<file path="src/hdl/uart_pkg.sv">
package uart_pkg;

    // Widths with a meaning on the bus and the serial side
    typedef logic [31:0] data_t;
    typedef logic [7:0]  byte_t;
    typedef logic [15:0] div_t;
    typedef logic [3:0]  strb_t;

    // Baud ticks per serial bit
    localparam int OVERSAMPLE = 16;

    // Register byte offsets, only bits 3:2 are decoded
    localparam logic [3:0] REG_TXDATA  = 4'h0;
    localparam logic [3:0] REG_RXDATA  = 4'h4;
    localparam logic [3:0] REG_STATUS  = 4'h8;
    localparam logic [3:0] REG_DIVISOR = 4'hc;

    // Status word bit positions
    localparam int STAT_TX_BUSY   = 0;
    localparam int STAT_RX_VALID  = 1;
    localparam int STAT_OVERRUN   = 2;
    localparam int STAT_FRAME_ERR = 3;

    typedef enum logic [1:0] {RD_IDLE, RD_DATA, RD_WAIT} rd_state_e;
    typedef enum logic [1:0] {WR_IDLE, WR_WAIT_DATA, WR_WAIT_ADDR, WR_RESP} wr_state_e;
    typedef enum logic [1:0] {TX_IDLE, TX_START, TX_DATA, TX_STOP} tx_state_e;
    typedef enum logic [1:0] {RX_IDLE, RX_START, RX_DATA, RX_STOP} rx_state_e;

endpackage

</file>
<file path="src/hdl/uart_axil_regs.sv">
`timescale 1ns/1ns

module uart_axil_regs #(
    parameter int ADDR_WIDTH  = 32,
    parameter int DEFAULT_DIV = 4
) (
    input  logic                  CLK,
    input  logic                  rstn,
    input  logic [ADDR_WIDTH-1:0] axi_araddr,
    input  logic                  axi_arvalid,
    output logic                  axi_arready,
    output uart_pkg::data_t       axi_rdata,
    output logic                  axi_rvalid,
    input  logic                  axi_rready,
    input  logic [ADDR_WIDTH-1:0] axi_awaddr,
    input  logic                  axi_awvalid,
    output logic                  axi_awready,
    input  uart_pkg::data_t       axi_wdata,
    input  uart_pkg::strb_t       axi_wstrb,
    input  logic                  axi_wvalid,
    output logic                  axi_wready,
    output logic                  axi_bvalid,
    input  logic                  axi_bready,
    input  logic                  tx_busy,
    input  logic                  rx_done,
    input  uart_pkg::byte_t       rx_byte,
    input  logic                  rx_frame_err,
    output logic                  tx_load,
    output uart_pkg::byte_t       tx_byte,
    output uart_pkg::div_t        div
);

    localparam logic [1:0] SEL_TXDATA  = uart_pkg::REG_TXDATA[3:2];
    localparam logic [1:0] SEL_RXDATA  = uart_pkg::REG_RXDATA[3:2];
    localparam logic [1:0] SEL_STATUS  = uart_pkg::REG_STATUS[3:2];
    localparam logic [1:0] SEL_DIVISOR = uart_pkg::REG_DIVISOR[3:2];

    uart_pkg::rd_state_e rd_state;
    uart_pkg::wr_state_e wr_state;

    logic            ar_hs, aw_hs, w_hs;
    logic [1:0]      rd_sel, wr_sel;
    uart_pkg::data_t wdata_q;
    uart_pkg::strb_t wstrb_q;
    uart_pkg::data_t rd_word, status_word;
    logic            wr_commit, clr_rx, clr_stat;
    logic            rx_valid, overrun, frame_err;
    uart_pkg::byte_t rx_hold;

    assign ar_hs = axi_arvalid && axi_arready;
    assign aw_hs = axi_awvalid && axi_awready;
    assign w_hs  = axi_wvalid && axi_wready;

    // Register write happens on the edge where bvalid rises
    assign wr_commit = (wr_state == uart_pkg::WR_RESP) && !axi_bvalid;
    assign tx_load   = wr_commit && (wr_sel == SEL_TXDATA) && wstrb_q[0];
    assign tx_byte   = wdata_q[7:0];

    assign clr_rx   = (rd_state == uart_pkg::RD_DATA) && (rd_sel == SEL_RXDATA);
    assign clr_stat = (rd_state == uart_pkg::RD_DATA) && (rd_sel == SEL_STATUS);

    always_ff @(posedge CLK) begin
        if (ar_hs) rd_sel <= axi_araddr[3:2];
        if (aw_hs) wr_sel <= axi_awaddr[3:2];
        if (w_hs) begin
            wdata_q <= axi_wdata;
            wstrb_q <= axi_wstrb;
        end
        if (rd_state == uart_pkg::RD_DATA) axi_rdata <= rd_word;
        if (rx_done && (!rx_valid || clr_rx)) rx_hold <= rx_byte;
    end

    always_comb begin
        status_word = '0;
        status_word[uart_pkg::STAT_TX_BUSY]   = tx_busy;
        status_word[uart_pkg::STAT_RX_VALID]  = rx_valid;
        status_word[uart_pkg::STAT_OVERRUN]   = overrun;
        status_word[uart_pkg::STAT_FRAME_ERR] = frame_err;
    end

    always_comb begin
        case (rd_sel)
            SEL_RXDATA:  rd_word = {24'b0, rx_hold};
            SEL_STATUS:  rd_word = status_word;
            SEL_DIVISOR: rd_word = {16'b0, div};
            default:     rd_word = '0;
        endcase
    end

    // Read side: address, register sample, then data valid
    always_ff @(posedge CLK) begin
        if (rstn) begin
            rd_state    <= uart_pkg::RD_IDLE;
            axi_arready <= 1'b0;
            axi_rvalid  <= 1'b0;
        end else begin
            case (rd_state)
                uart_pkg::RD_IDLE: begin
                    axi_arready <= 1'b1;
                    if (ar_hs) begin
                        axi_arready <= 1'b0;
                        rd_state    <= uart_pkg::RD_DATA;
                    end
                end
                uart_pkg::RD_DATA: rd_state <= uart_pkg::RD_WAIT;
                uart_pkg::RD_WAIT: begin
                    if (!axi_rvalid) begin
                        axi_rvalid <= 1'b1;
                    end else if (axi_rready) begin
                        axi_rvalid <= 1'b0;
                        rd_state   <= uart_pkg::RD_IDLE;
                    end
                end
                default: rd_state <= uart_pkg::RD_IDLE;
            endcase
        end
    end

    // Write side takes address and data in either order
    always_ff @(posedge CLK) begin
        if (rstn) begin
            wr_state    <= uart_pkg::WR_IDLE;
            axi_awready <= 1'b0;
            axi_wready  <= 1'b0;
            axi_bvalid  <= 1'b0;
            div         <= uart_pkg::div_t'(DEFAULT_DIV);
        end else begin
            case (wr_state)
                uart_pkg::WR_IDLE: begin
                    axi_awready <= 1'b1;
                    axi_wready  <= 1'b1;
                    if (aw_hs && w_hs) begin
                        axi_awready <= 1'b0;
                        axi_wready  <= 1'b0;
                        wr_state    <= uart_pkg::WR_RESP;
                    end else if (aw_hs) begin
                        axi_awready <= 1'b0;
                        wr_state    <= uart_pkg::WR_WAIT_DATA;
                    end else if (w_hs) begin
                        axi_wready <= 1'b0;
                        wr_state   <= uart_pkg::WR_WAIT_ADDR;
                    end
                end
                uart_pkg::WR_WAIT_DATA: begin
                    if (w_hs) begin
                        axi_wready <= 1'b0;
                        wr_state   <= uart_pkg::WR_RESP;
                    end
                end
                uart_pkg::WR_WAIT_ADDR: begin
                    if (aw_hs) begin
                        axi_awready <= 1'b0;
                        wr_state    <= uart_pkg::WR_RESP;
                    end
                end
                uart_pkg::WR_RESP: begin
                    if (!axi_bvalid) begin
                        axi_bvalid <= 1'b1;
                    end else if (axi_bready) begin
                        axi_bvalid <= 1'b0;
                        wr_state   <= uart_pkg::WR_IDLE;
                    end
                end
                default: wr_state <= uart_pkg::WR_IDLE;
            endcase
            if (wr_commit && (wr_sel == SEL_DIVISOR)) begin
                if (wstrb_q[0]) div[7:0]  <= wdata_q[7:0];
                if (wstrb_q[1]) div[15:8] <= wdata_q[15:8];
            end
        end
    end

    // Receive flags, a new event wins over a clear on the same edge
    always_ff @(posedge CLK) begin
        if (rstn) begin
            rx_valid  <= 1'b0;
            overrun   <= 1'b0;
            frame_err <= 1'b0;
        end else begin
            if (clr_rx) rx_valid <= 1'b0;
            if (clr_stat) begin
                overrun   <= 1'b0;
                frame_err <= 1'b0;
            end
            if (rx_done) begin
                if (rx_valid && !clr_rx) overrun <= 1'b1;
                else rx_valid <= 1'b1;
            end
            if (rx_frame_err) frame_err <= 1'b1;
        end
    end

endmodule

</file>
<file path="src/hdl/uart_baud_gen.sv">
`timescale 1ns/1ns

module uart_baud_gen (
    input  logic           CLK,
    input  logic           rstn,
    input  uart_pkg::div_t div,
    output logic           tick
);

    uart_pkg::div_t cnt;
    uart_pkg::div_t div_eff;

    // A zero divisor runs as one tick per clock
    assign div_eff = (div == '0) ? uart_pkg::div_t'(1) : div;

    always_ff @(posedge CLK) begin
        if (rstn) begin
            cnt  <= '0;
            tick <= 1'b0;
        end else if (cnt <= uart_pkg::div_t'(1)) begin
            // New divisor is picked up only here
            cnt  <= div_eff;
            tick <= 1'b1;
        end else begin
            cnt  <= cnt - uart_pkg::div_t'(1);
            tick <= 1'b0;
        end
    end

endmodule

</file>
<file path="src/hdl/uart_rx.sv">
`timescale 1ns/1ns

module uart_rx (
    input  logic            CLK,
    input  logic            rstn,
    input  logic            tick,
    input  logic            rx,
    output logic            rx_done,
    output uart_pkg::byte_t rx_byte,
    output logic            rx_frame_err
);

    localparam int CNT_W = $clog2(uart_pkg::OVERSAMPLE);
    localparam logic [CNT_W-1:0] LAST_TICK = CNT_W'(uart_pkg::OVERSAMPLE - 1);
    localparam logic [CNT_W-1:0] MID_TICK  = CNT_W'(uart_pkg::OVERSAMPLE / 2 - 1);

    uart_pkg::rx_state_e state;
    logic                rx_meta, rx_sync;
    logic [CNT_W-1:0]    tick_cnt;
    logic [2:0]          bit_idx;
    uart_pkg::byte_t     shreg;

    assign rx_byte = shreg;

    // Two-flop synchronizer, line idles high
    always_ff @(posedge CLK) begin
        if (rstn) begin
            rx_meta <= 1'b1;
            rx_sync <= 1'b1;
        end else begin
            rx_meta <= rx;
            rx_sync <= rx_meta;
        end
    end

    always_ff @(posedge CLK) begin
        if (rstn) begin
            state        <= uart_pkg::RX_IDLE;
            tick_cnt     <= '0;
            bit_idx      <= '0;
            rx_done      <= 1'b0;
            rx_frame_err <= 1'b0;
        end else begin
            rx_done      <= 1'b0;
            rx_frame_err <= 1'b0;
            if (tick) begin
                case (state)
                    uart_pkg::RX_IDLE: begin
                        if (!rx_sync) begin
                            tick_cnt <= '0;
                            state    <= uart_pkg::RX_START;
                        end
                    end
                    uart_pkg::RX_START: begin
                        if (tick_cnt == MID_TICK) begin
                            // Still low at mid-bit, else a glitch
                            tick_cnt <= '0;
                            bit_idx  <= '0;
                            state    <= rx_sync ? uart_pkg::RX_IDLE : uart_pkg::RX_DATA;
                        end else begin
                            tick_cnt <= tick_cnt + 1'b1;
                        end
                    end
                    uart_pkg::RX_DATA: begin
                        if (tick_cnt == LAST_TICK) begin
                            tick_cnt <= '0;
                            shreg    <= {rx_sync, shreg[7:1]};
                            if (bit_idx == 3'd7) state <= uart_pkg::RX_STOP;
                            else bit_idx <= bit_idx + 1'b1;
                        end else begin
                            tick_cnt <= tick_cnt + 1'b1;
                        end
                    end
                    uart_pkg::RX_STOP: begin
                        if (tick_cnt == LAST_TICK) begin
                            // Stop bit checked at its centre
                            tick_cnt     <= '0;
                            rx_done      <= rx_sync;
                            rx_frame_err <= !rx_sync;
                            state        <= uart_pkg::RX_IDLE;
                        end else begin
                            tick_cnt <= tick_cnt + 1'b1;
                        end
                    end
                    default: state <= uart_pkg::RX_IDLE;
                endcase
            end
        end
    end

endmodule

</file>
<file path="src/hdl/uart_top.sv">
`timescale 1ns/1ns

module uart_top #(
    parameter int ADDR_WIDTH  = 32,
    parameter int DEFAULT_DIV = 4
) (
    input  logic                  CLK,
    input  logic                  rstn,
    input  logic [ADDR_WIDTH-1:0] axi_araddr,
    input  logic                  axi_arvalid,
    output logic                  axi_arready,
    output uart_pkg::data_t       axi_rdata,
    output logic                  axi_rvalid,
    input  logic                  axi_rready,
    input  logic [ADDR_WIDTH-1:0] axi_awaddr,
    input  logic                  axi_awvalid,
    output logic                  axi_awready,
    input  uart_pkg::data_t       axi_wdata,
    input  uart_pkg::strb_t       axi_wstrb,
    input  logic                  axi_wvalid,
    output logic                  axi_wready,
    output logic                  axi_bvalid,
    input  logic                  axi_bready,
    output logic                  tx,
    input  logic                  rx
);

    logic            tx_load, tx_busy, tick;
    logic            rx_done, rx_frame_err;
    uart_pkg::byte_t tx_byte, rx_byte;
    uart_pkg::div_t  div;

    // Bus side register block
    uart_axil_regs #(
        .ADDR_WIDTH  (ADDR_WIDTH),
        .DEFAULT_DIV (DEFAULT_DIV)
    ) regs0 (
        .CLK, .rstn,
        .axi_araddr, .axi_arvalid, .axi_arready,
        .axi_rdata, .axi_rvalid, .axi_rready,
        .axi_awaddr, .axi_awvalid, .axi_awready,
        .axi_wdata, .axi_wstrb, .axi_wvalid, .axi_wready,
        .axi_bvalid, .axi_bready,
        .tx_busy, .rx_done, .rx_byte, .rx_frame_err,
        .tx_load, .tx_byte, .div
    );

    uart_baud_gen baud0 (
        .CLK, .rstn, .div, .tick
    );

    // Serial side shares one oversample tick
    uart_tx tx0 (
        .CLK, .rstn, .tick, .tx_load, .tx_byte, .tx, .tx_busy
    );

    uart_rx rx0 (
        .CLK, .rstn, .tick, .rx, .rx_done, .rx_byte, .rx_frame_err
    );

endmodule

</file>
<file path="src/hdl/uart_tx.sv">
`timescale 1ns/1ns

module uart_tx (
    input  logic            CLK,
    input  logic            rstn,
    input  logic            tick,
    input  logic            tx_load,
    input  uart_pkg::byte_t tx_byte,
    output logic            tx,
    output logic            tx_busy
);

    localparam int CNT_W = $clog2(uart_pkg::OVERSAMPLE);
    localparam logic [CNT_W-1:0] LAST_TICK = CNT_W'(uart_pkg::OVERSAMPLE - 1);

    uart_pkg::tx_state_e state;
    logic [CNT_W-1:0]    tick_cnt;
    logic [2:0]          bit_idx;
    uart_pkg::byte_t     shreg;
    logic                bit_end;

    assign bit_end = tick && (tick_cnt == LAST_TICK);
    assign tx_busy = (state != uart_pkg::TX_IDLE);

    always_ff @(posedge CLK) begin
        if (rstn) begin
            state    <= uart_pkg::TX_IDLE;
            tx       <= 1'b1;
            tick_cnt <= '0;
            bit_idx  <= '0;
        end else begin
            if (state != uart_pkg::TX_IDLE && tick) begin
                tick_cnt <= bit_end ? '0 : tick_cnt + 1'b1;
            end
            case (state)
                uart_pkg::TX_IDLE: begin
                    tx <= 1'b1;
                    if (tx_load) begin
                        shreg    <= tx_byte;
                        tick_cnt <= '0;
                        tx       <= 1'b0;
                        state    <= uart_pkg::TX_START;
                    end
                end
                uart_pkg::TX_START: begin
                    if (bit_end) begin
                        tx      <= shreg[0];
                        bit_idx <= '0;
                        state   <= uart_pkg::TX_DATA;
                    end
                end
                uart_pkg::TX_DATA: begin
                    if (bit_end) begin
                        if (bit_idx == 3'd7) begin
                            tx    <= 1'b1;
                            state <= uart_pkg::TX_STOP;
                        end else begin
                            // LSB first
                            shreg   <= {1'b0, shreg[7:1]};
                            tx      <= shreg[1];
                            bit_idx <= bit_idx + 1'b1;
                        end
                    end
                end
                uart_pkg::TX_STOP: begin
                    if (bit_end) state <= uart_pkg::TX_IDLE;
                end
                default: state <= uart_pkg::TX_IDLE;
            endcase
        end
    end

endmodule

</file>
<file path="config.mk">
export PLATFORM = sky130hd
export DESIGN_NAME = uart_top
export DESIGN_NICKNAME = d
export VERILOG_FILES = /design/src/hdl/uart_pkg.sv /design/src/hdl/uart_axil_regs.sv /design/src/hdl/uart_baud_gen.sv /design/src/hdl/uart_rx.sv /design/src/hdl/uart_top.sv /design/src/hdl/uart_tx.sv
export SDC_FILE = /design/constraint.sdc
export NUM_CORES = 1
export LEC_CHECK = 0
export BUFFER_PORTS_ARGS = -buffer_cell sky130_fd_sc_hd__buf_2
export CAP_MARGIN = 20
export CORE_MARGIN = 3
export CORE_UTILIZATION = 48
export CTS_CLUSTER_DIAMETER = 40
export CTS_CLUSTER_SIZE = 24
export DETAILED_ROUTE_END_ITERATION = 7
export PLACE_DENSITY = 0.75
export SYNTH_ARGS = -nofsm -noshare
export SYNTH_HDL_FRONTEND = slang
export SYNTH_HIERARCHICAL = 1
export SYNTH_SLANG_ARGS = --single-unit
export TNS_END_PERCENT = 10
</file>
<file path="constraint.sdc">
create_clock -name CLK -period 2.36 [get_ports CLK]
set_clock_uncertainty 0.15 [all_clocks]
set_input_delay 0.472 -clock CLK [delete_from_list [all_inputs] [get_ports CLK]]
set_output_delay 0.472 -clock CLK [all_outputs]
set_load 0.05 [all_outputs]
</file>
==> summary.md <==
| Metric | Value |
|---|---|
| Later-pin clock latency in the skew report | 0.41 ns |
| R2R Setup Slk | between 0.2 and 0.25 ns |
| Mux cell area share after synthesis | under 10% |
| Period utilisation layout | 89.5% |
| Yosys cell types | 70 |
| Pin count of the biggest net entering global routing | 70 |
| Critical path origin | baud0/cnt[8] |
| Crit-path max FO | 14 |
| R2R cell count | 6 |
| Sum of negative setup slack | 0 ns |
| Type of element launching the critical path | flip-flop |
| XOR/XNOR Fraction of Synth Area | 2.22% |
| Clk slew on worst S/H paths | 0.05 ns |
| Power per cell area | 1000 nW/µm² |
| DR WL/cell | around 15 µm |
| Register area | 3220 µm² |
| Post-cts resize count | 0 |
| Hold Fails Final Rpt | 0 |
| Largest area contributor in the netlist | edfxtp_1 |
| Fmax | between 0.4 and 0.5 GHz |
| Adder-cell share of the synthesized area | roughly 3.6% |
| Root buffer cell | clkbuf_16 |
| CP Capture Type | flip-flop |
| CP endpoint | baud0/cnt[9] |
| Hold bufs inserted after CTS | 0 |
| Multi-input gate area | ~2400 µm² |
| RSZ-0062 raised after global routing | no |
| Layout area overhead | 14.7% |
| Worst Tran Pin Value | 0.607 ns |
| Min-delay src | axi_awaddr[2] |
| # setup viols final | 0 |
| Num CTS Buffers | 17 |
| Die Ht | between 100 and 150 µm |
| Status | finished, final reports clean |
| Peak supply drop | between 0.4 and 0.5 mV |
| Largest cells by area after synthesis | edfxtp_1 31%, dfxtp_1 23%, ha_1 3.6%, buf_4 3.3%, nor2_1 3.1% |
| Post-synthesis simple-gate area fraction | 15.8% |
| Postcts setup bufs | 0 |
| First-iteration detailed-routing DRC count | 250 |
| Vias | 3,953 |
| FF-to-FF End | baud0/cnt[9] |
| CTS Sinks | 130 |
| Class of the worst hold path | in -> reg |
| Layout cells sized above 1 | 22.7% |
| Row count | 39 |
| # port buffers | 51 |
| Post-route DRC | 0 |
| Critical Path RT | between 2 and 2.5 ns |
| Fill count | approximately 1,000 |
| Detailed placement HPWL | 7.78 mm |
| Post-synth top cells | 68 x dfxtp_1, 62 x edfxtp_1, 49 x nor2_1 |
| EDFF count, synth | 62 |
| Leak pwr | 0.00264 µW |
| Ys async rst share | 0% |
| Die Wd | 117 µm |
| Rel. slew slack | approximately three fifths |
| Seq/Total Area, Yosys | 54.4% |
| Detailed Route WL | 10.9 mm |
| Routability-driven placement congestion ratio | 0.841 |
| CP Class | reg -> reg |
| Gr usage total | between 10% and 20% |
| Fin. max-slew vios | 0 |
| Final antenna-violating net count | 0 |
| Netlist Area Pre-Place | around 6000 µm² |
| Max cap viols | 0 |
| Antenna violations before repair | 0 |
| IO Pins | 146 |
| Core Footprint | 11,800 µm² |
| Number of global-route vias before repair | ~3,800 |
| Worst path arrival time | between 2 and 2.5 ns |
| DP Worst Slack | 0.265 ns |
| Fin nets | approximately 690 |
| Maximum clock path buffer count | 2 |
| Most frequent cell after synthesis | dfxtp_1 |
| Die ar. | 13,700 µm² |
| Grt ovf | 0 |
| Critical R2R Launch | baud0/cnt[8] |
| Register bit total from synthesis | 130 |
| Synth warnings | 6 |
| Ys flop type | dfxtp_1 |
| Synth Area per Inst | 11.4 µm² |
| Initial Util | 50.4% |
| Largest family of logic cells by synthesized area | simple AND/OR/NAND/NOR gates |
| Final WS setup | between 0.2 and 0.25 ns |
| Via/cell ratio | about 5.3 |
| Syn Inst Count | 519 |
| Top-area cell type share of the netlist area | 31.4% |
| Crit path time final | 2.11 ns |
| DR pass1 iterations | 4 |
| First-pass GRT wire length | 18.2 mm |
| CTS tree | done |
| Synth Area in Compound Gates | approximately an eighth |
| # diodes | 0 |
| H-tree depth | 4 |
## registers in the layout (all words and copies together), names as in the netlist, 2 cells and up, named ones only
| signal | cells |
|---|---|
| regs0/div | 16 |
| regs0/wdata_q | 16 |
| regs0/axi_rdata | 16 |
| rx0/tick_cnt | 4 |
| rx0/bit_idx | 3 |
| rx0/rx_byte | 8 |
| regs0/rd_state | 2 |
| tx0/bit_idx | 3 |
| tx0/state | 2 |
| tx0/shreg | 8 |
| regs0/rd_sel | 2 |
| baud0/cnt | 16 |
| tx0/tick_cnt | 4 |
| regs0/wstrb_q | 2 |
| regs0/wr_state | 2 |
| regs0/rx_hold | 8 |
| regs0/wr_sel | 2 |
## power by group
part / switching, µW / total (µW) / internal (µW)
sequential: 233 / 2840 / 2600
clock: 897 / 2430 / 1530
combinational: 877 / 1550 / 678
total: 2010 / 6820 / 4810
## layout by cell type, fill, tap and decap left out, types with 5 or more instances in the layout
cell type	Yosys	routed
and3b_1	5	5
nand2_1	16	16
mux2i_1	14	14
a211oi_2	14	14
nor2_1	49	49
and3_1	8	8
buf_2	9	51
dfxtp_1	68	68
o21ai_0	23	23
mux2_1	6	6
a21oi_1	34	34
nand3_1	26	26
mux2_2	6	6
xor2_1	7	7
buf_4	26	12
clkbuf_16	0	17
edfxtp_1	62	62
xnor2_1	8	8
conb_1	1	16
inv_1	14	14
nor4_1	5	5
nor2b_1	8	8
ha_1	17	17
## worst min path at each step
stage | endpoint | slack, ns | depth (start not counted)
final | regs0/wr_sel[0] | 0.09 | 1
after global routing | regs0/wr_sel[1] | 0.06 | 1
after CTS | regs0/wr_sel[1] | 0.07 | 1
after detailed placement | rx0/rx_sync | 0.25 | 1
after global placement | rx0/rx_sync | 0.24 | 1
after floorplan | rx0/rx_sync | 0.24 | 1
## critical path: stages, from the launching register on
cell,delay [ns]
dfxtp_1,0.36
nor4_4,0.36
nand3b_1,0.14
or3_1,0.52
buf_4,0.26
nor2_1,0.13
a211oi_2,0.06
## cells by family after synthesis
group | count (synthesis)
simple gates | 163
fa+ha+maj | 17
other cells | 1
compound gates | 105
xor+xnor | 15
flops | 130
buf+inv | 62
mux | 26
## layout make-up
type	instances	share of cell area, %
clock buffer	20	6.43
clock inverter	12	1.71
inverter	14	0.773
multi-input combinational	342	35.3
sequential	130	47.4
tap	164	3.02
timing repair buffer	64	5.38
## layer usage
metal / global-route usage [%] / share of wire, %
met1: 22.4 / 47
met2: 26.5 / 47
met3: 4.99 / 4.3
met4: 5.89 / 0.91
met5: 0 / 0
## stage by stage
step                hold WS (ns)  cells  util, %  instance area [µm²]  power [µW]
finish                    0.0910    746     57.8                 6800        6820
global route              0.0616    746     57.8                 6800        7170
CTS                       0.0667    746     57.8                 6800        6870
detailed placement         0.253    714     53.1                 6240        4430
global placement           0.244    714     53.1                 6240        4370
floorplan                  0.239    534        -                 5980        4170
Note: power is estimated with default switching activity, not from simulation.
